===== config.mk =====
export PLATFORM = sky130hd
export DESIGN_NAME = fnd_top
export DESIGN_NICKNAME = d
export VERILOG_FILES = /design/src/counter_pkg.sv /design/src/btn_debounce.sv /design/src/cmd_parser.sv /design/src/count_core.sv /design/src/fnd_scan.sv /design/src/fnd_top.sv
export SDC_FILE = /design/constraint.sdc
export NUM_CORES = 1
export LEC_CHECK = 0
export ABC_AREA = 1
export BUFFER_PORTS_ARGS = -buffer_cell sky130_fd_sc_hd__buf_2
export CORE_MARGIN = 2
export CORE_UTILIZATION = 40
export CTS_CLUSTER_SIZE = 30
export DETAILED_ROUTE_END_ITERATION = 12
export HOLD_SLACK_MARGIN = 0.12
export PLACE_DENSITY_LB_ADDON = 0.15
export SYNTH_ARGS = -nofsm -noshare
export SYNTH_HDL_FRONTEND = slang
export SYNTH_HIERARCHICAL = 1
export SYNTH_SLANG_ARGS = --single-unit

===== constraint.sdc =====
create_clock -name clk -period 13.6 [get_ports clk]
set_input_delay 1.36 -clock clk [delete_from_list [all_inputs] [get_ports clk]]
set_output_delay 1.36 -clock clk [all_outputs]
set_load 0.1 [all_outputs]

===== src/counter_pkg.sv =====
package counter_pkg;

    // counter range and display size
    localparam int COUNT_MAX  = 9999;
    localparam int NUM_DIGITS = 4;

    // 14 bits covers 0..9999
    typedef logic [13:0] count_t;

    // one decimal digit
    typedef logic [3:0] digit_t;

    // active-low segments, dp in bit 7
    typedef logic [7:0] seg_t;

    // one received character with its strobe
    typedef struct packed {
        logic       valid;
        logic [7:0] data;
    } cmd_byte_t;

    // single-cycle control requests
    typedef struct packed {
        logic run_toggle;
        logic clear;
        logic mode_toggle;
    } ctrl_pulse_t;

    // all segments off
    localparam seg_t SEG_BLANK = 8'hff;

    // digit 0..9 patterns, common anode
    localparam seg_t SEG_TABLE [10] = '{
        8'hc0, 8'hf9, 8'ha4, 8'hb0, 8'h99,
        8'h92, 8'h82, 8'hf8, 8'h80, 8'h90
    };

endpackage


===== src/btn_debounce.sv =====
`timescale 1ns/1ps

module btn_debounce #(
    parameter int DB_DIV   = 100,
    parameter int DB_DEPTH = 4
) (
    input  logic clk,
    input  logic rst,
    input  logic i_btn,
    output logic o_pulse
);

    localparam int DIV_W = (DB_DIV > 1) ? $clog2(DB_DIV) : 1;

    logic [DIV_W-1:0]    div_cnt;
    logic                sample_en;
    logic [DB_DEPTH-1:0] shift_q;
    logic                stable;
    logic                stable_q;

    // sample enable once every DB_DIV clocks
    assign sample_en = (div_cnt == DIV_W'(DB_DIV - 1));

    always_ff @(posedge clk or posedge rst) begin
        if (rst) begin
            div_cnt <= '0;
        end else if (sample_en) begin
            div_cnt <= '0;
        end else begin
            div_cnt <= div_cnt + 1'b1;
        end
    end

    // newest sample enters at the top
    always_ff @(posedge clk or posedge rst) begin
        if (rst) begin
            shift_q <= '0;
        end else if (sample_en) begin
            shift_q <= {i_btn, shift_q[DB_DEPTH-1:1]};
        end
    end

    // pressed only when every sample agrees
    assign stable = &shift_q;

    always_ff @(posedge clk or posedge rst) begin
        if (rst) begin
            stable_q <= 1'b0;
        end else begin
            stable_q <= stable;
        end
    end

    // rising edge of the filtered level
    assign o_pulse = stable & ~stable_q;

    a_single_pulse: assert property (@(posedge clk) disable iff (rst)
        o_pulse |=> !o_pulse);

endmodule


===== src/cmd_parser.sv =====
`timescale 1ns/1ps

module cmd_parser (
    input  logic                     clk,
    input  logic                     rst,
    input  counter_pkg::cmd_byte_t   i_rx,
    output counter_pkg::ctrl_pulse_t o_cmd
);

    // one state per matched prefix
    typedef enum logic [3:0] {
        S_IDLE,
        S_R,
        S_RU,
        S_C,
        S_CL,
        S_CLE,
        S_CLEA,
        S_M,
        S_MO,
        S_MOD
    } state_e;

    state_e                   state_q;
    state_e                   state_d;
    counter_pkg::ctrl_pulse_t cmd_d;
    counter_pkg::ctrl_pulse_t cmd_q;
    logic [7:0]               ch;

    assign ch    = i_rx.data;
    assign o_cmd = cmd_q;

    always_comb begin
        state_d = state_q;
        cmd_d   = '0;
        // only valid bytes move the FSM
        if (i_rx.valid) begin
            // a mismatch drops back to idle, the byte is consumed
            state_d = S_IDLE;
            case (state_q)
                S_IDLE: begin
                    if (ch == "r") begin
                        state_d = S_R;
                    end else if (ch == "c") begin
                        state_d = S_C;
                    end else if (ch == "m") begin
                        state_d = S_M;
                    end
                end
                S_R:    if (ch == "u") state_d = S_RU;
                S_RU:   cmd_d.run_toggle = (ch == "n");
                S_C:    if (ch == "l") state_d = S_CL;
                S_CL:   if (ch == "e") state_d = S_CLE;
                S_CLE:  if (ch == "a") state_d = S_CLEA;
                S_CLEA: cmd_d.clear = (ch == "r");
                S_M:    if (ch == "o") state_d = S_MO;
                S_MO:   if (ch == "d") state_d = S_MOD;
                S_MOD:  cmd_d.mode_toggle = (ch == "e");
                default: state_d = S_IDLE;
            endcase
        end
    end

    always_ff @(posedge clk or posedge rst) begin
        if (rst) begin
            state_q <= S_IDLE;
            cmd_q   <= '0;
        end else begin
            state_q <= state_d;
            cmd_q   <= cmd_d;
        end
    end

    // commands are mutually exclusive on the output
    a_one_cmd: assert property (@(posedge clk) disable iff (rst)
        $onehot0(o_cmd));

endmodule


===== src/count_core.sv =====
`timescale 1ns/1ps

module count_core #(
    parameter int TICK_DIV = 10_000_000
) (
    input  logic                     clk,
    input  logic                     rst,
    input  counter_pkg::ctrl_pulse_t i_btn_pulse,
    input  counter_pkg::ctrl_pulse_t i_cmd_pulse,
    output counter_pkg::count_t      o_count
);

    localparam int RATE_W = (TICK_DIV > 1) ? $clog2(TICK_DIV) : 1;

    counter_pkg::ctrl_pulse_t req;
    logic                     run_q;
    logic                     down_q;
    logic [RATE_W-1:0]        rate_cnt;
    logic                     step;
    counter_pkg::count_t      count_q;

    // either source may request, same-cycle requests count once
    assign req = i_btn_pulse | i_cmd_pulse;

    always_ff @(posedge clk or posedge rst) begin
        if (rst) begin
            run_q  <= 1'b0;
            down_q <= 1'b0;
        end else begin
            if (req.run_toggle) begin
                run_q <= ~run_q;
            end
            if (req.mode_toggle) begin
                down_q <= ~down_q;
            end
        end
    end

    // step on the last clock of each rate period
    assign step = run_q && (rate_cnt == RATE_W'(TICK_DIV - 1));

    // held at zero while stopped or cleared
    always_ff @(posedge clk or posedge rst) begin
        if (rst) begin
            rate_cnt <= '0;
        end else if (req.clear || !run_q || step) begin
            rate_cnt <= '0;
        end else begin
            rate_cnt <= rate_cnt + 1'b1;
        end
    end

    // clear takes priority over a step
    always_ff @(posedge clk or posedge rst) begin
        if (rst) begin
            count_q <= '0;
        end else if (req.clear) begin
            count_q <= '0;
        end else if (step) begin
            if (!down_q) begin
                if (count_q == counter_pkg::count_t'(counter_pkg::COUNT_MAX)) begin
                    count_q <= '0;
                end else begin
                    count_q <= count_q + 1'b1;
                end
            end else begin
                if (count_q == '0) begin
                    count_q <= counter_pkg::count_t'(counter_pkg::COUNT_MAX);
                end else begin
                    count_q <= count_q - 1'b1;
                end
            end
        end
    end

    assign o_count = count_q;

    a_count_range: assert property (@(posedge clk) disable iff (rst)
        o_count <= counter_pkg::COUNT_MAX);

endmodule


===== src/fnd_scan.sv =====
`timescale 1ns/1ps

module fnd_scan #(
    parameter int SCAN_DIV = 100_000
) (
    input  logic                                clk,
    input  logic                                rst,
    input  counter_pkg::count_t                 i_count,
    output logic [counter_pkg::NUM_DIGITS-1:0]  o_fnd_com,
    output counter_pkg::seg_t                   o_fnd_data
);

    localparam int SCAN_W = (SCAN_DIV > 1) ? $clog2(SCAN_DIV) : 1;
    localparam int SEL_W  = $clog2(counter_pkg::NUM_DIGITS);

    logic [SCAN_W-1:0]   scan_cnt;
    logic                scan_en;
    logic [SEL_W-1:0]    sel_q;
    counter_pkg::count_t rest;
    counter_pkg::digit_t digits [counter_pkg::NUM_DIGITS];
    counter_pkg::digit_t cur_digit;

    // scan rate divider
    assign scan_en = (scan_cnt == SCAN_W'(SCAN_DIV - 1));

    always_ff @(posedge clk or posedge rst) begin
        if (rst) begin
            scan_cnt <= '0;
        end else if (scan_en) begin
            scan_cnt <= '0;
        end else begin
            scan_cnt <= scan_cnt + 1'b1;
        end
    end

    // units first, then tens, hundreds, thousands
    always_ff @(posedge clk or posedge rst) begin
        if (rst) begin
            sel_q <= '0;
        end else if (scan_en) begin
            sel_q <= sel_q + 1'b1;
        end
    end

    // split the count into decimal digits, least significant first
    always_comb begin
        rest = i_count;
        for (int i = 0; i < counter_pkg::NUM_DIGITS; i++) begin
            digits[i] = counter_pkg::digit_t'(rest % 10);
            rest      = rest / 10;
        end
    end

    assign cur_digit = digits[sel_q];

    // out-of-range digit shows blank
    always_comb begin
        if (cur_digit <= 4'd9) begin
            o_fnd_data = counter_pkg::SEG_TABLE[cur_digit];
        end else begin
            o_fnd_data = counter_pkg::SEG_BLANK;
        end
    end

    // one-cold digit enable
    assign o_fnd_com = ~(counter_pkg::NUM_DIGITS'(1) << sel_q);

    a_one_digit: assert property (@(posedge clk) disable iff (rst)
        $onehot(~o_fnd_com));

endmodule


===== src/fnd_top.sv =====
`timescale 1ns/1ps

module fnd_top #(
    parameter int TICK_DIV = 10_000_000,
    parameter int SCAN_DIV = 100_000,
    parameter int DB_DIV   = 100,
    parameter int DB_DEPTH = 4
) (
    input  logic                                clk,
    input  logic                                rst,
    input  logic                                i_btn_run,
    input  logic                                i_btn_clear,
    input  logic                                i_btn_mode,
    input  counter_pkg::cmd_byte_t              i_rx,
    output logic [counter_pkg::NUM_DIGITS-1:0]  o_fnd_com,
    output counter_pkg::seg_t                   o_fnd_data
);

    logic                     run_pulse;
    logic                     clear_pulse;
    logic                     mode_pulse;
    counter_pkg::ctrl_pulse_t btn_pulse;
    counter_pkg::ctrl_pulse_t cmd_pulse;
    counter_pkg::count_t      count;

    // button path
    btn_debounce #(.DB_DIV(DB_DIV), .DB_DEPTH(DB_DEPTH)) u_db_run (
        .clk     (clk),
        .rst     (rst),
        .i_btn   (i_btn_run),
        .o_pulse (run_pulse)
    );

    btn_debounce #(.DB_DIV(DB_DIV), .DB_DEPTH(DB_DEPTH)) u_db_clear (
        .clk     (clk),
        .rst     (rst),
        .i_btn   (i_btn_clear),
        .o_pulse (clear_pulse)
    );

    btn_debounce #(.DB_DIV(DB_DIV), .DB_DEPTH(DB_DEPTH)) u_db_mode (
        .clk     (clk),
        .rst     (rst),
        .i_btn   (i_btn_mode),
        .o_pulse (mode_pulse)
    );

    assign btn_pulse = '{run_toggle: run_pulse, clear: clear_pulse, mode_toggle: mode_pulse};

    // text command path
    cmd_parser u_cmd_parser (
        .clk   (clk),
        .rst   (rst),
        .i_rx  (i_rx),
        .o_cmd (cmd_pulse)
    );

    count_core #(.TICK_DIV(TICK_DIV)) u_count_core (
        .clk         (clk),
        .rst         (rst),
        .i_btn_pulse (btn_pulse),
        .i_cmd_pulse (cmd_pulse),
        .o_count     (count)
    );

    fnd_scan #(.SCAN_DIV(SCAN_DIV)) u_fnd_scan (
        .clk        (clk),
        .rst        (rst),
        .i_count    (count),
        .o_fnd_com  (o_fnd_com),
        .o_fnd_data (o_fnd_data)
    );

endmodule


Word-level counts from Yosys, hierarchy flattened
Memory sizes are Yosys's and may differ from the RTL's.
Index checks and enable logic that the tools add are counted.
{"block": "totals", "regBits": 102, "romBits": 128, "input_bits": 14, "n_memories": 1}
{"memory": "(name not given)", "words": 16, "width": 8, "read_ports": 1, "rd_ports_with_merged_regs": 0, "wr": 0, "line_no": "fnd_scan.sv:59", "text": "o_fnd_data = counter_pkg::SEG_TABLE[cur_digit];"}
{"block": "op_classes", "n_addsub": 8, "n_div": 7, "n_lt_le_gt_ge": 3, "n_eq_ne": 25, "shift": 1, "mux": 30, "bitwise": 12, "reduce_logical": 10}
{"op": "14-bit by 4-bit remainder unit with 32-bit output (second input constant)", "count": 4}
{"op": "14-bit by 4-bit divider with 32-bit output (second input constant)", "count": 3}
{"op": "8-bit by 7-bit == test with 1-bit output (second input constant)", "count": 10}
{"op": "14-bit 2-to-1 mux", "count": 5}
{"op": "4-bit case mux with 7 select lines", "count": 1}
{"op": "24-bit by 1-bit adder with 24-bit output (second input constant)", "count": 1}
{"op": "24-bit == test (second input constant)", "count": 1}
{"op": "24-bit 2-to-1 mux", "count": 1}
{"op": "4-bit 2-to-1 mux", "count": 6}
{"op": "8-bit 2-to-1 mux", "count": 3}
{"op": "7-bit by 1-bit adder with 7-bit output (second input constant)", "count": 3}
{"op": "7-bit == test (second input constant)", "count": 3}
{"op": "7-bit 2-to-1 mux", "count": 3}
{"op": "17-bit by 1-bit adder with 17-bit output (second input constant)", "count": 1}
{"op": "17-bit == test (second input constant)", "count": 1}
{"op": "17-bit 2-to-1 mux", "count": 1}
{"op": "4-bit by 3-bit == test with 1-bit output (second input constant)", "count": 4}
{"op": "3-bit 2-to-1 mux", "count": 5}
{"op": "14-bit by 1-bit adder with 14-bit output (second input constant)", "count": 1}
{"op": "14-bit == test (second input constant)", "count": 1}
{"op": "14-bit logical NOT", "count": 1}
{"op": "14-bit by 1-bit subtractor with 14-bit output (second input constant)", "count": 1}
{"op": "4-bit AND reduction", "count": 3}
{"op": "4-bit binary-select mux with 2-bit select", "count": 1}
{"op": "other kinds (21)", "count": 32}

Longest topological paths before layout
Gate-level depths: netlist of the first run.
{"block": "logic_depth", "word_depth": 12, "mapped_depth": 92, "ltp_nobuf": 90}

Hierarchy
The synthesis of the first run kept the hierarchy.
{"module": "fnd_scan", "n_inst": 1, "cells_per_inst": 1074, "area_each_um2": 6034.5, "seq_area_each_um2": 475.5}
{"module": "count_core", "n_inst": 1, "cells_per_inst": 441, "area_each_um2": 2880.3, "seq_area_each_um2": 1001.0}
{"module": "btn_debounce", "n_inst": 3, "cells_per_inst": 60, "area_each_um2": 559.3, "seq_area_each_um2": 300.3}
{"module": "cmd_parser", "n_inst": 1, "cells_per_inst": 105, "area_each_um2": 615.6, "seq_area_each_um2": 175.2}

Least setup slack after synthesis of the first run
OpenSTA, ideal clock, no wires.
{"block": "synth_timing", "path_type": "flip-flop to output port", "startpoint": "reg u_count_core.count_q[12] (netlist: u_count_core/o_count[12])", "endpoint": "out o_fnd_data[4]", "arrival_time_ns": 9.568, "required_ns": 12.240, "path_slack_ns": 2.672, "stages_incl_launch_ff": 78, "path_cell_list": "dfrtp_1 inv_2 nand2_1 ha_1 inv_1 a21oi_1 nor2_2 nand3_2 nand2_1 nand2_1 nor2_4 nand3_4 inv_2 nand2_2 ha_1 nor2_1 nor2_4 or2_2 [42 not listed] nor2_2 nand4_2 nand3_1 nand2_2 nand2_2 nand2_2 nand3_1 nand3_1 nand2_1 nand2_1 inv_1 ha_1 or2_2 nand3_2 nand2_2 nand2_1 inv_1 nand2_1"}
{"block": "synth_via", "elab_chain_len": 12, "word_cells_on_any_way": 16}
{"item": "start, declared", "line_no": "count_core.sv:20", "text": "counter_pkg::count_t count_q;"}
{"item": "start signal, assigned", "line_no": "count_core.sv:64", "text": "count_q <= count_q + 1'b1;"}
{"item": "start signal, assigned", "line_no": "count_core.sv:68", "text": "count_q <= counter_pkg::count_t'(counter_pkg::COUNT_MAX);"}
{"item": "start signal, assigned", "line_no": "count_core.sv:70", "text": "count_q <= count_q - 1'b1;"}
{"item": "14-bit by 4-bit divider with 32-bit output (3 in a row)", "line_no": "fnd_scan.sv:50", "text": "rest = rest / 10;"}
{"item": "14-bit by 4-bit remainder unit with 32-bit output", "line_no": "fnd_scan.sv:49", "text": "digits[i] = counter_pkg::digit_t'(rest % 10);"}
{"item": "4-bit binary-select mux with 2-bit select *", "line_no": "fnd_scan.sv:54", "text": "assign cur_digit = digits[sel_q];"}
{"item": "4-bit 2-to-1 mux (not written as such) * (2 in a row)", "line_no": "fnd_scan.sv:54"}
{"item": "4-bit NOT with 5-bit output (not written as such)", "line_no": "fnd_scan.sv:59"}
{"item": "memory 16 x 8 bit"}
{"item": "8-bit 2-to-1 mux (not written as such) (2 in a row)", "line_no": "fnd_scan.sv:59"}
{"item": "8-bit 2-to-1 mux *", "line_no": "fnd_scan.sv:58", "text": "if (cur_digit <= 4'd9) begin"}
{"item": "end, declared", "line_no": "fnd_top.sv:16", "text": "output counter_pkg::seg_t o_fnd_data"}
Every way passes the cells marked *; elsewhere a longest branch is shown, timed or not. The select of a mux whose other input is x is not followed.

Final worst setup path of the first run
{"block": "layout_timing", "startpoint": "reg u_count_core.count_q[13] (netlist: u_count_core/o_count[13])", "endpoint": "out o_fnd_data[4]"}
Same word-level chain as after synthesis.

==> results of run 1 <==
==> cells by family after synthesis <==
group                    count (synthesis)  share of synthesized area [%]
flip-flops                             102                          22.77
AO/OA/AOI/OAI                          141                          7.513
buffers and inverters                  325                          11.87
XOR/XNOR                                69                          5.392
other                                    1                        0.03346
AND/OR/NAND/NOR                       1129                          48.74
adder cells (fa/ha/maj)                 33                          3.684
==> area by class of cell <==
class | instances | area [um^2]
well taps | 378 | 473.0
flip-flops and latches | 102 | 2555
repair buffers | 32 | 210.2
multi-input cells | 1373 | 7362
fillers | 2999 | 15700
inverters | 298 | 1122
clock inverters | 7 | 56.30
clock buffers | 9 | 225.2
==> per-stage QoR <==
| stage | std cells | setup WS [ns] |
|---|---|---|
| global placement | 2179 | 1.449 |
| global route | 2199 | 0.003749 |
| finish | 2199 | 1.276 |
| floorplan | 1800 | 2.672 |
| detailed placement | 2179 | 1.025 |
| CTS | 2195 | 0.5952 |
==> final timing paths <==
path                                                 startpoint                             endpoint  slack, ns  cells past startpoint
setup / recovery           u_count_core/o_count[13]$_DFFE_PP0P_                        o_fnd_data[4]       1.28                     72
hold / removal               u_count_core/rate_cnt[0]$_DFF_PP0_   u_count_core/rate_cnt[0]$_DFF_PP0_       0.47                      1
setup reg to reg               u_fnd_scan/scan_cnt[0]$_DFF_PP0_    u_fnd_scan/scan_cnt[16]$_DFF_PP0_      11.29                     16
hold reg to reg              u_count_core/rate_cnt[0]$_DFF_PP0_   u_count_core/rate_cnt[0]$_DFF_PP0_       0.47                      1
max in group asynchronous                                   rst     u_fnd_scan/scan_cnt[6]$_DFF_PP0_      11.93                      2
min in group asynchronous                                   rst  u_cmd_parser/state_q[1]$_DFFE_PP0P_       0.98                      2
==> metal layers <==
layer,vias up,track usage (%),routed length (um)
li1,5721,-,-
met1,4808,23.84,12400
met2,112,31.91,12010
met3,11,2.071,587
met4,0,3.021,154
met5,-,0,0
==> state kept, by name, indices dropped and copies added, names as in the netlist, 7 cells and up <==
register	cells
u_fnd_scan/scan_cnt	17
u_db_run/div_cnt	7
u_count_core/o_count	14
u_db_clear/div_cnt	7
u_count_core/rate_cnt	24
u_db_mode/div_cnt	7
==> critical path: cells and delay by family (launching register included) <==
kind	cells	cell delay, ns
flip-flops	1	0.64
XOR/XNOR	3	0.74
AND/OR/NAND/NOR	52	6.55
adder cells (fa/ha/maj)	1	0.20
AO/OA/AOI/OAI	4	0.90
buffers and inverters	12	1.58
==> layout by cell type, fill, tap and decap left out, types with 3 or more instances in the layout <==
cell        netlist  final
nand2_1         497    495
inv_1           257    256
nor2_1          201    201
nand3_1         169    169
dfrtp_1         102    100
nand2_2          54     56
xor2_1           48     48
o21ai_0          48     48
nand4_1          47     47
nor2_2           39     39
inv_2            35     35
ha_1             33     33
a21oi_1          32     32
nor3_1           23     23
xnor2_1          21     21
nand3_2          20     19
o21ai_1          18     18
nor2_4           18     18
buf_2             9     17
o21ai_2          17     17
nand2_4          14     14
nor4_1           11     11
clkbuf_16         0      9
nand3b_1          9      9
buf_4             4      8
and2_1            7      7
nand3_4           6      7
o211ai_1          7      7
clkbuf_4          0      6
clkinv_1          4      5
a31oi_1           5      5
or2_2             4      4
nand4_4           2      4
clkinvlp_4        0      3
o31ai_1           3      3
==> repair_timing <==
action | 4_1_cts | 5_1_grt
buffers inserted | 0 | 4
setup endpoints to repair | 0 | 7
gates resized for setup | 0 | 16
==> where the power goes <==
| group | switching [mW] | total [mW] | internal (mW) |
|---|---|---|---|
| combinational | 0.0125 | 0.0158 | 0.00323 |
| sequential | 0.000112 | 0.303 | 0.303 |
| clock | 0.124 | 0.251 | 0.127 |
| total | 0.137 | 0.570 | 0.433 |
==> results.ini, run 1 <==
[timing]
final-max-slew-violation-count = 0
setup_tns_ns = 0
setup-violations-final = 0
timing.final.hold_violations = 0
timing.clock.skew_ns = 0.01402
timing.fmax_mhz = 81.14
rsz0062_at_grt = false
min_period_over_period_pct = 90.62
timing.hold.ws_ns = 0.4657
post-route-min-period_ns = 12.32
headroom_to_the_max_slew_limit_pct = 50.01
worst-slew-pin-transition_ns = 0.7490

[yosys]
seq_area_frac_synth_pct = 22.77
synthDominantCellAreaShare_pct = 22.77
synth.most_common_cell = nand2_1
synth.top_cells.by_area = dfrtp_1 (23%), nand2_1 (17%), inv_1 (8.6%)
netlist_cell_types = 53
syn_inst = 1800
postSynthAreaPerCell_um2 = 6.227
postSynthNetCount = 1847
synth_common_cells = nand2_1 (497), inv_1 (257), nor2_1 (201)
post_synth_edffs = 0
synth_top_area_cell = dfrtp_1
yosys_warnings = 6
cell_area_after_synthesis_mm2 = 0.01121
synth-main-ff-cell = dfrtp_1
seq_cells_post_synth = 102
synth_async_sr_flop_share_pct = 100.0

[global_route]
track_usage_pct = 18.00
first_pass_grt_wire_length_um = 44910
maximum_number_of_pins_on_one_net_before_global_route_repair = 41
globalRoute.totalOverflow = 0
number_of_global_route_vias_before_repair = 10100
antenna_violations_before_repair = 1

[finish]
syn2layout_area_growth_pct = 7.100
design.final.nets = 1863
finalInstanceArea_mm2 = 0.01200
final_core_util_pct = 43.33
antenna_cells_inserted = 0
layout-drive-gt1-share_pct = 14.94

[die]
die_w_um = 171.4
floorplan.rows = 61
design.die.area_mm2 = 0.02938
chipHeight_um = 171.4
start_util_pct = 40.46
core_area_mm2 = 0.02771
floorplan.io_pins = 26

[detailed_routing]
post-route-drc-count = 0
detail_route.wl_per_cell_um = 11.44
detailroute.via_count = 10650
first_pass_iters = 6
wl_um = 25150
drt-initial-drc-count = 546
drtAntennaViolNets = 0
detail_route.vias_per_cell = 4.844

[setup_path]
slowest_stage = dfrtp_1
cp-start-kind = flip-flop
critical_path_peak_fanout = 14
critical_path.max_stage_delay_ns = 0.64
data_arrival_time_of_the_worst_path_ns = 10.96
cp.required_ns = 12.24
cp_common_cell = nand2_1
setup.worst_path.end_class = output pin
critical_path_class = flip-flop to output pin

[placed_design]
gp_routability_congestion = 0.8403
count_of_buffers_from_port_buffering = 24
dpl_cell_area_mm2 = 0.01162
detailed_place_hpwl_um = 20000

[cts]
tritoncts = built
htree_levels = 3
cts_made_buffers = 9
ctsHoldBuffers = 0
clkLatencyLatePin_ns = 0.36
clockRootBuffer = clkbuf_16
buffers_from_clock_root_to_sink_at_most = 2
clock_sink_count = 102
worst_setup_hold_path_clk_slew_ns = 0.07

[pwr]
power.total_mw = 0.5695
leakage_nw = 6.609
power-per-cell-area_mw_per_mm2 = 47.45
vdd_drop_max_mv = 0.04852

[run_status]
run_status = complete, no violations

[min_path]
holdCritPathClass = flip-flop to flip-flop

[run]
drv.max_cap_violation_count = 0

Note: power is estimated with default switching activity, not from simulation.
==> run 2: changes to the inputs <==
==> constraint.sdc (replaced) <==
create_clock -name clk -period 14.05 [get_ports clk]
set_input_delay 1.405 -clock clk [delete_from_list [all_inputs] [get_ports clk]]
set_output_delay 1.405 -clock clk [all_outputs]
set_load 0.1 [all_outputs]
==> run 2 against run 1 <==
Against the previous run:
- critical path depth rose by 4
- worst hold slack barely moved
- first-iteration DRC count fell by 14%
- via count rose by 0.11%
- critical endpoint unchanged
==> results.ini, run 2 (synthesized netlist as in run 1, its figures left out) <==
[timing]
worst-slew-pin-transition_ns = 0.7642  ; +0.01523 ns
rsz0062_at_grt = false
setup_tns_ns = 0  ; unchanged
timing.fmax_mhz = 78.89
timing.clock.skew_ns = 0.01024  ; -0.003787 ns
setup-violations-final = 0  ; unchanged
post-route-min-period_ns = 12.68
min_period_over_period_pct = 90.22
timing.final.hold_violations = 0  ; unchanged
final-max-slew-violation-count = 0  ; unchanged
headroom_to_the_max_slew_limit_pct = 49.00  ; -1.0 points

[detailed_routing]
post-route-drc-count = 0  ; unchanged
detail_route.wl_per_cell_um = 11.51  ; +0.59%
detailroute.via_count = 10660  ; +0.11%
drtAntennaViolNets = 0  ; unchanged
detail_route.vias_per_cell = 4.861  ; +0.34%
wl_um = 25250  ; +0.37%
first_pass_iters = 5  ; -1
drt-initial-drc-count = 471  ; -14%

[die]
start_util_pct = 40.46  ; unchanged
core_area_mm2 = 0.02771  ; unchanged
chipHeight_um = 171.4  ; unchanged
floorplan.io_pins = 26  ; unchanged
design.die.area_mm2 = 0.02938  ; unchanged
floorplan.rows = 61  ; unchanged
die_w_um = 171.4  ; unchanged

[finish]
finalInstanceArea_mm2 = 0.01196  ; -0.39%
design.final.nets = 1858  ; -0.27%
layout-drive-gt1-share_pct = 14.59  ; -0.34 points
largest_register_ffs = 24  ; unchanged
register_with_the_most_flip_flops = u_count_core/rate_cnt
fin_cells = 2194  ; -0.23%
final_core_util_pct = 43.16  ; -0.17 points
antenna_cells_inserted = 0  ; unchanged
biggestRegsByFlops = u_count_core/rate_cnt: 24 flops, u_fnd_scan/scan_cnt: 17 flops, u_count_core/o_count: 14 flops
layout.cells.most_common = nand2_1
layout_common_cells = nand2_1 (497), inv_1 (256), nor2_1 (201), nand3_1 (169), dfrtp_1 (100)
syn2layout_area_growth_pct = 6.687

[pwr]
leakage_nw = 6.593  ; -0.24%
power-per-cell-area_mw_per_mm2 = 47.69  ; +0.51%
power.total_mw = 0.5702  ; +0.12%
vdd_drop_max_mv = 0.07256  ; +50%

[global_route]
globalRoute.totalOverflow = 0  ; unchanged
number_of_global_route_vias_before_repair = 10010  ; -0.85%
grt_util_met2_pct = 31.85  ; -0.053 points
track_usage_pct = 17.81  ; -0.19 points
global_route.usage.met3_pct = 1.933  ; -0.14 points
maximum_number_of_pins_on_one_net_before_global_route_repair = 41  ; unchanged
groute.layer.met1.usage_pct = 23.21  ; -0.63 points
grt-busiest-layer = met2
antenna_violations_before_repair = 1  ; unchanged
first_pass_grt_wire_length_um = 44210  ; -1.6%

[placed_design]
detailed_place_hpwl_um = 20050  ; +0.23%
dpl_cell_area_mm2 = 0.01162  ; about the same
count_of_buffers_from_port_buffering = 24  ; unchanged
gp_routability_congestion = 0.8412  ; +0.11%
total_instance_count_after_detailed_placement = 2178  ; -0.046%

[setup_path]
critical_path_class = flip-flop to output pin
cp-start-kind = flip-flop
slowest_stage = dfrtp_1
setup.worst_path.end_class = output pin
data_arrival_time_of_the_worst_path_ns = 11.27  ; +0.31 ns
critical_path.max_stage_delay_ns = 0.64  ; about the same
cp_common_cell = nand2_1
critical_path_peak_fanout = 16  ; +2
cp.required_ns = 12.65  ; +0.41 ns

[cts]
clock_sink_count = 102  ; unchanged
clockRootBuffer = clkbuf_16
htree_levels = 3  ; unchanged
clkLatencyLatePin_ns = 0.35  ; about the same
cts_made_buffers = 9  ; unchanged
buffers_from_clock_root_to_sink_at_most = 2  ; unchanged
tritoncts = built
cts_setup_buffers = 0  ; unchanged
worst_setup_hold_path_clk_slew_ns = 0.07  ; about the same

[run]
drv.max_cap_violation_count = 0  ; unchanged

[min_path]
holdCritPathClass = flip-flop to flip-flop

[run_status]
run_status = complete, no violations

==> run 2: cell types whose count changed in the layout (fill, tap and decap cells not counted), sizes merged <==
cell,before,now
bufinv,0,1
clkinvlp,3,0
clkbuf,15,16
buf,26,20
clkinv,7,9
==> run 2: power breakdown <==
part	switching, mW	internal, mW
registers	0.000110	0.293
logic	0.0122	0.00313
clock network	0.119	0.142
total	0.131	0.439
==> run 2: cell type report <==
| class | count | area [um^2] |
|---|---|---|
| Tap cell | 378 | 473.0 |
| Inverter | 298 | 1122 |
| Clock buffer | 9 | 225.2 |
| Timing Repair Buffer | 27 | 160.2 |
| Clock inverter | 7 | 87.58 |
| Multi-Input combinational cell | 1373 | 7335 |
| Fill cell | 2982 | 15750 |
| Sequential cell | 102 | 2555 |
==> run 2: repair_timing <==
action                                  in CTS  in global routing
resized for setup                            0                 10
hold buffers                                 0                  0
endpoints found under the setup margin       0                  7
==> run 2: per-layer routing <==
metal | up-vias | share of wire, %
met5 | - | 0
met4 | 0 | 0.74
met3 | 13 | 2.0
met2 | 107 | 48
met1 | 4837 | 49
li1 | 5707 | -
==> run 2: path summary, 6_finish.rpt <==
path	slack [ns]	from	end	cells past startpoint
worst max-delay path	1.37	u_count_core/o_count[13]$_DFFE_PP0P_	o_fnd_data[4]	76
worst min-delay path	0.47	u_count_core/rate_cnt[0]$_DFF_PP0_	u_count_core/rate_cnt[0]$_DFF_PP0_	1
worst max register to register	11.76	u_fnd_scan/scan_cnt[0]$_DFF_PP0_	u_fnd_scan/scan_cnt[16]$_DFF_PP0_	16
worst min register to register	0.47	u_count_core/rate_cnt[0]$_DFF_PP0_	u_count_core/rate_cnt[0]$_DFF_PP0_	1
max in group asynchronous	12.32	rst	u_fnd_scan/scan_cnt[6]$_DFF_PP0_	2
min in group asynchronous	1.03	rst	u_cmd_parser/state_q[1]$_DFFE_PP0P_	2
==> run 2: per-stage QoR <==
stage	hold slack (ns)	setup WS [ns]
finish	0.4652	1.374
global route	0.4856	0.005900
global placement	0.4530	1.850
floorplan	0.4298	3.077
detailed placement	0.4624	1.411
CTS	0.4725	1.001
==> run 2: worst max-delay path, delay by kind of cell (launching register included) <==
kind	cells	cell delay, ns
AND/OR/NAND/NOR	65	8.58
buffers and inverters	7	1.04
flip-flops	1	0.64
AO/OA/AOI/OAI	3	0.45
adder cells (fa/ha/maj)	1	0.20
==> run 3: changes to the inputs <==
--- a/config.mk
+++ b/config.mk
@@ -8,7 +8,7 @@
 export ABC_AREA = 1
 export BUFFER_PORTS_ARGS = -buffer_cell sky130_fd_sc_hd__buf_2
 export CORE_MARGIN = 2
-export CORE_UTILIZATION = 40
+export CORE_UTILIZATION = 55
 export CTS_CLUSTER_SIZE = 30
 export DETAILED_ROUTE_END_ITERATION = 12
 export HOLD_SLACK_MARGIN = 0.12
==> run 3 against run 2 <==
Against the previous run:
- global-route usage rose by 5.4 points
- final cell count fell by 5.0%
- utilization rose by 16 points
- clock skew barely moved
- clock power barely moved
- sequential share of layout area rose by 0.25 points
- combinational power barely moved
- register-to-register slack got worse by 0.02 ns
- wire length fell by 3.0%
- power rose by 0.42%
==> results.ini, run 3 (synthesized netlist as in run 1, its figures left out) <==
[run_status]
run_status = complete, no violations

[global_route]
first_pass_grt_wire_length_um = 43480  ; -1.7%
track_usage_pct = 23.26  ; +5.4 points
number_of_global_route_vias_before_repair = 10200  ; +1.9%
antenna_violations_before_repair = 0  ; -1
maximum_number_of_pins_on_one_net_before_global_route_repair = 41  ; unchanged
globalRoute.totalOverflow = 0  ; unchanged

[min_path]
holdCritPathClass = flip-flop to flip-flop
hold_path_depth = 1  ; unchanged

[setup_path]
critical_path.max_stage_delay_ns = 0.48  ; -0.16 ns
data_arrival_time_of_the_worst_path_ns = 11.40  ; +0.13 ns
critical_path_peak_fanout = 35  ; +19
critical_path.startpoint = u_count_core/o_count[11]$_DFFE_PP0P_
setup.worst_path.end_class = output pin
slowest_stage = dfrtp_2
cp_common_cell = nand2_1
crit-reg2reg-capture = u_fnd_scan/scan_cnt[16]$_DFF_PP0_
critical_path.endpoint = o_fnd_data[4]
critical_path_class = flip-flop to output pin
rr_worst_depth = 16  ; unchanged
critical_path.top_delay_family = simple AND/OR/NAND/NOR gates
timing.rr.start = u_fnd_scan/scan_cnt[0]$_DFF_PP0_
cp.buffers_inverters = 7  ; unchanged
crit_cells = 78  ; +2.6%
cp.required_ns = 12.65  ; about the same
cp-start-kind = flip-flop
ff2ff_setup_slack_ns = 11.74  ; -0.02 ns

[cts]
buffers_from_clock_root_to_sink_at_most = 2  ; unchanged
htree_levels = 3  ; unchanged
tritoncts = built
ctsHoldBuffers = 0  ; unchanged
clkLatencyLatePin_ns = 0.34  ; about the same
clock_sink_count = 102  ; unchanged
clockRootBuffer = clkbuf_16
cts_repair_resize_count = 0  ; unchanged
cts_made_buffers = 9  ; unchanged
worst_setup_hold_path_clk_slew_ns = 0.07  ; about the same
cts_setup_buffers = 0  ; unchanged

[pwr]
power.total_mw = 0.5726  ; +0.42%
sequentialPowerShare_pct = 51.3  ; -0.2 points
sw_frac_of_total_pct = 20.83  ; -2.2 points
p_comb_share_pct = 2.7  ; about the same
share_clk_of_total_power_pct = 46.1  ; +0.3 points
vdd_drop_max_mv = 0.07727  ; +6.5%
power-per-cell-area_mw_per_mm2 = 48.42  ; +1.5%
switchingPower_mw = 0.1193  ; -9.2%
leakage_nw = 6.590  ; about the same
internal_power_mw = 0.4533  ; +3.3%

[finish]
antenna_cells_inserted = 0  ; unchanged
syn2layout_area_growth_pct = 5.514
largest_register_ffs = 24  ; unchanged
multi_input_comb_area_mm2 = 0.007343  ; +0.12%
num-fill-cells = 1961  ; -34%
layout-drive-gt1-share_pct = 14.49  ; -0.10 points
design.final.nets = 1857  ; -0.054%
layout.cells.most_common = nand2_1
biggestRegsByFlops = u_count_core/rate_cnt: 24 flops, u_fnd_scan/scan_cnt: 17 flops, u_count_core/o_count: 14 flops
layout_common_cells = nand2_1 (497), inv_1 (257), nor2_1 (201), nand3_1 (169), dfrtp_1 (99)
register_with_the_most_flip_flops = u_count_core/rate_cnt
final-seq-area_mm2 = 0.002556  ; about the same

[timing]
worst-slew-pin-transition_ns = 0.7116  ; -0.05267 ns
headroom_to_the_max_slew_limit_pct = 52.06  ; +3.1 points
setup_tns_ns = 0  ; unchanged
min_period_over_period_pct = 91.17  ; +0.95 points
timing.final.hold_violations = 0  ; unchanged
timing.fmax_mhz = 78.07  ; -1.0%
post-route-min-period_ns = 12.81  ; +0.1332 ns
timing.clock.skew_ns = 0.009881  ; -0.0003542 ns
rsz0062_at_grt = false
setup-violations-final = 0  ; unchanged
final-max-slew-violation-count = 0  ; unchanged

[die]
core_area_mm2 = 0.02010  ; -27%
floorplan.rows = 52  ; -15%
die_w_um = 146.8  ; -14%
start_util_pct = 55.75  ; +15 points
chipHeight_um = 146.8  ; -14%
design.die.area_mm2 = 0.02154  ; -27%
floorplan.io_pins = 26  ; unchanged

[detailed_routing]
detail_route.vias_per_cell = 5.159  ; +6.1%
first_pass_iters = 5  ; unchanged
drt-initial-drc-count = 578  ; +23%
wl_um = 24500  ; -3.0%
drtAntennaViolNets = 0  ; unchanged
detail_route.wl_per_cell_um = 11.75  ; +2.1%
detailroute.via_count = 10760  ; +0.87%
post-route-drc-count = 0  ; unchanged

[placed_design]
detailed_place_hpwl_um = 19100  ; -4.7%
count_of_buffers_from_port_buffering = 24  ; unchanged
gp_routability_congestion = 0.9025  ; +7.3%

[run]
drv.max_cap_violation_count = 0  ; unchanged

run 3: cell types whose count changed in the layout (fill, tap and decap cells not counted), sizes merged:
| cell | before | now |
|---|---|---|
| clkbuf | 16 | 18 |
| clkinv | 9 | 6 |
| bufinv | 1 | 2 |
| inv | 295 | 294 |
| clkinvlp | 0 | 1 |
| buf | 20 | 19 |
run 3: layout make-up:
type | count | area share (%)
Multi-Input combinational cell | 1373 | 62.09
Sequential cell | 102 | 21.61
Timing Repair Buffer | 26 | 1.291
Clock buffer | 11 | 1.968
Tap cell | 270 | 2.857
Clock inverter | 5 | 0.6877
Inverter | 298 | 9.490
run 3: per-layer routing:
metal	global-route usage (%)	routed length (um)	vias up	share of wire (%)
li1	-	-	5710	-
met1	29.72	11600	4855	47
met2	42.49	11930	164	49
met3	1.739	617	28	2.5
met4	6.117	344	0	1.4
met5	0	0	-	0
run 3: worst reg2reg max path, delay by kind of cell, from the launching register on:
| family | cells | cell delay (ns) |
|---|---|---|
| and+or+nand+nor | 10 | 1.28 |
| adders and majority gates | 1 | 0.19 |
| DFF | 1 | 0.37 |
| buffers and inverters | 5 | 0.38 |
run 3: worst min path at each step:
stage	start	to	slack (ns)
floorplan	u_count_core/rate_cnt[0]$_DFF_PP0_	u_count_core/rate_cnt[0]$_DFF_PP0_	0.43
finish	u_fnd_scan/scan_cnt[0]$_DFF_PP0_	u_fnd_scan/scan_cnt[0]$_DFF_PP0_	0.46
global route	u_count_core/rate_cnt[0]$_DFF_PP0_	u_count_core/rate_cnt[0]$_DFF_PP0_	0.50
global placement	u_fnd_scan/scan_cnt[0]$_DFF_PP0_	u_fnd_scan/scan_cnt[0]$_DFF_PP0_	0.45
CTS	u_fnd_scan/scan_cnt[0]$_DFF_PP0_	u_fnd_scan/scan_cnt[0]$_DFF_PP0_	0.46
detailed placement	u_fnd_scan/scan_cnt[0]$_DFF_PP0_	u_fnd_scan/scan_cnt[0]$_DFF_PP0_	0.45
run 3: per-stage QoR:
| stage | cell area (um^2) | setup slack (ns) | cells | hold slack, ns | utilization (%) |
|---|---|---|---|---|---|
| global route | 11830 | 0.03476 | 2085 | 0.4954 | 58.83 |
| detailed placement | 11470 | 1.041 | 2069 | 0.4542 | 57.07 |
| CTS | 11790 | 0.6177 | 2085 | 0.4640 | 58.63 |
| finish | 11830 | 1.241 | 2085 | 0.4608 | 58.83 |
| floorplan | 11210 | 3.077 | 1800 | 0.4298 | - |
| global placement | 11470 | 1.552 | 2069 | 0.4522 | 57.07 |
run 3: power groups by stage:
stage	clock, mW	sequential, mW	combinational (mW)
finish	0.264	0.294	0.0152
global route	0.283	0.293	0.0178
CTS	0.272	0.294	0.0158
detailed placement	0	0.299	0.0157
global placement	0	0.299	0.0156
floorplan	0	0.299	0.0103
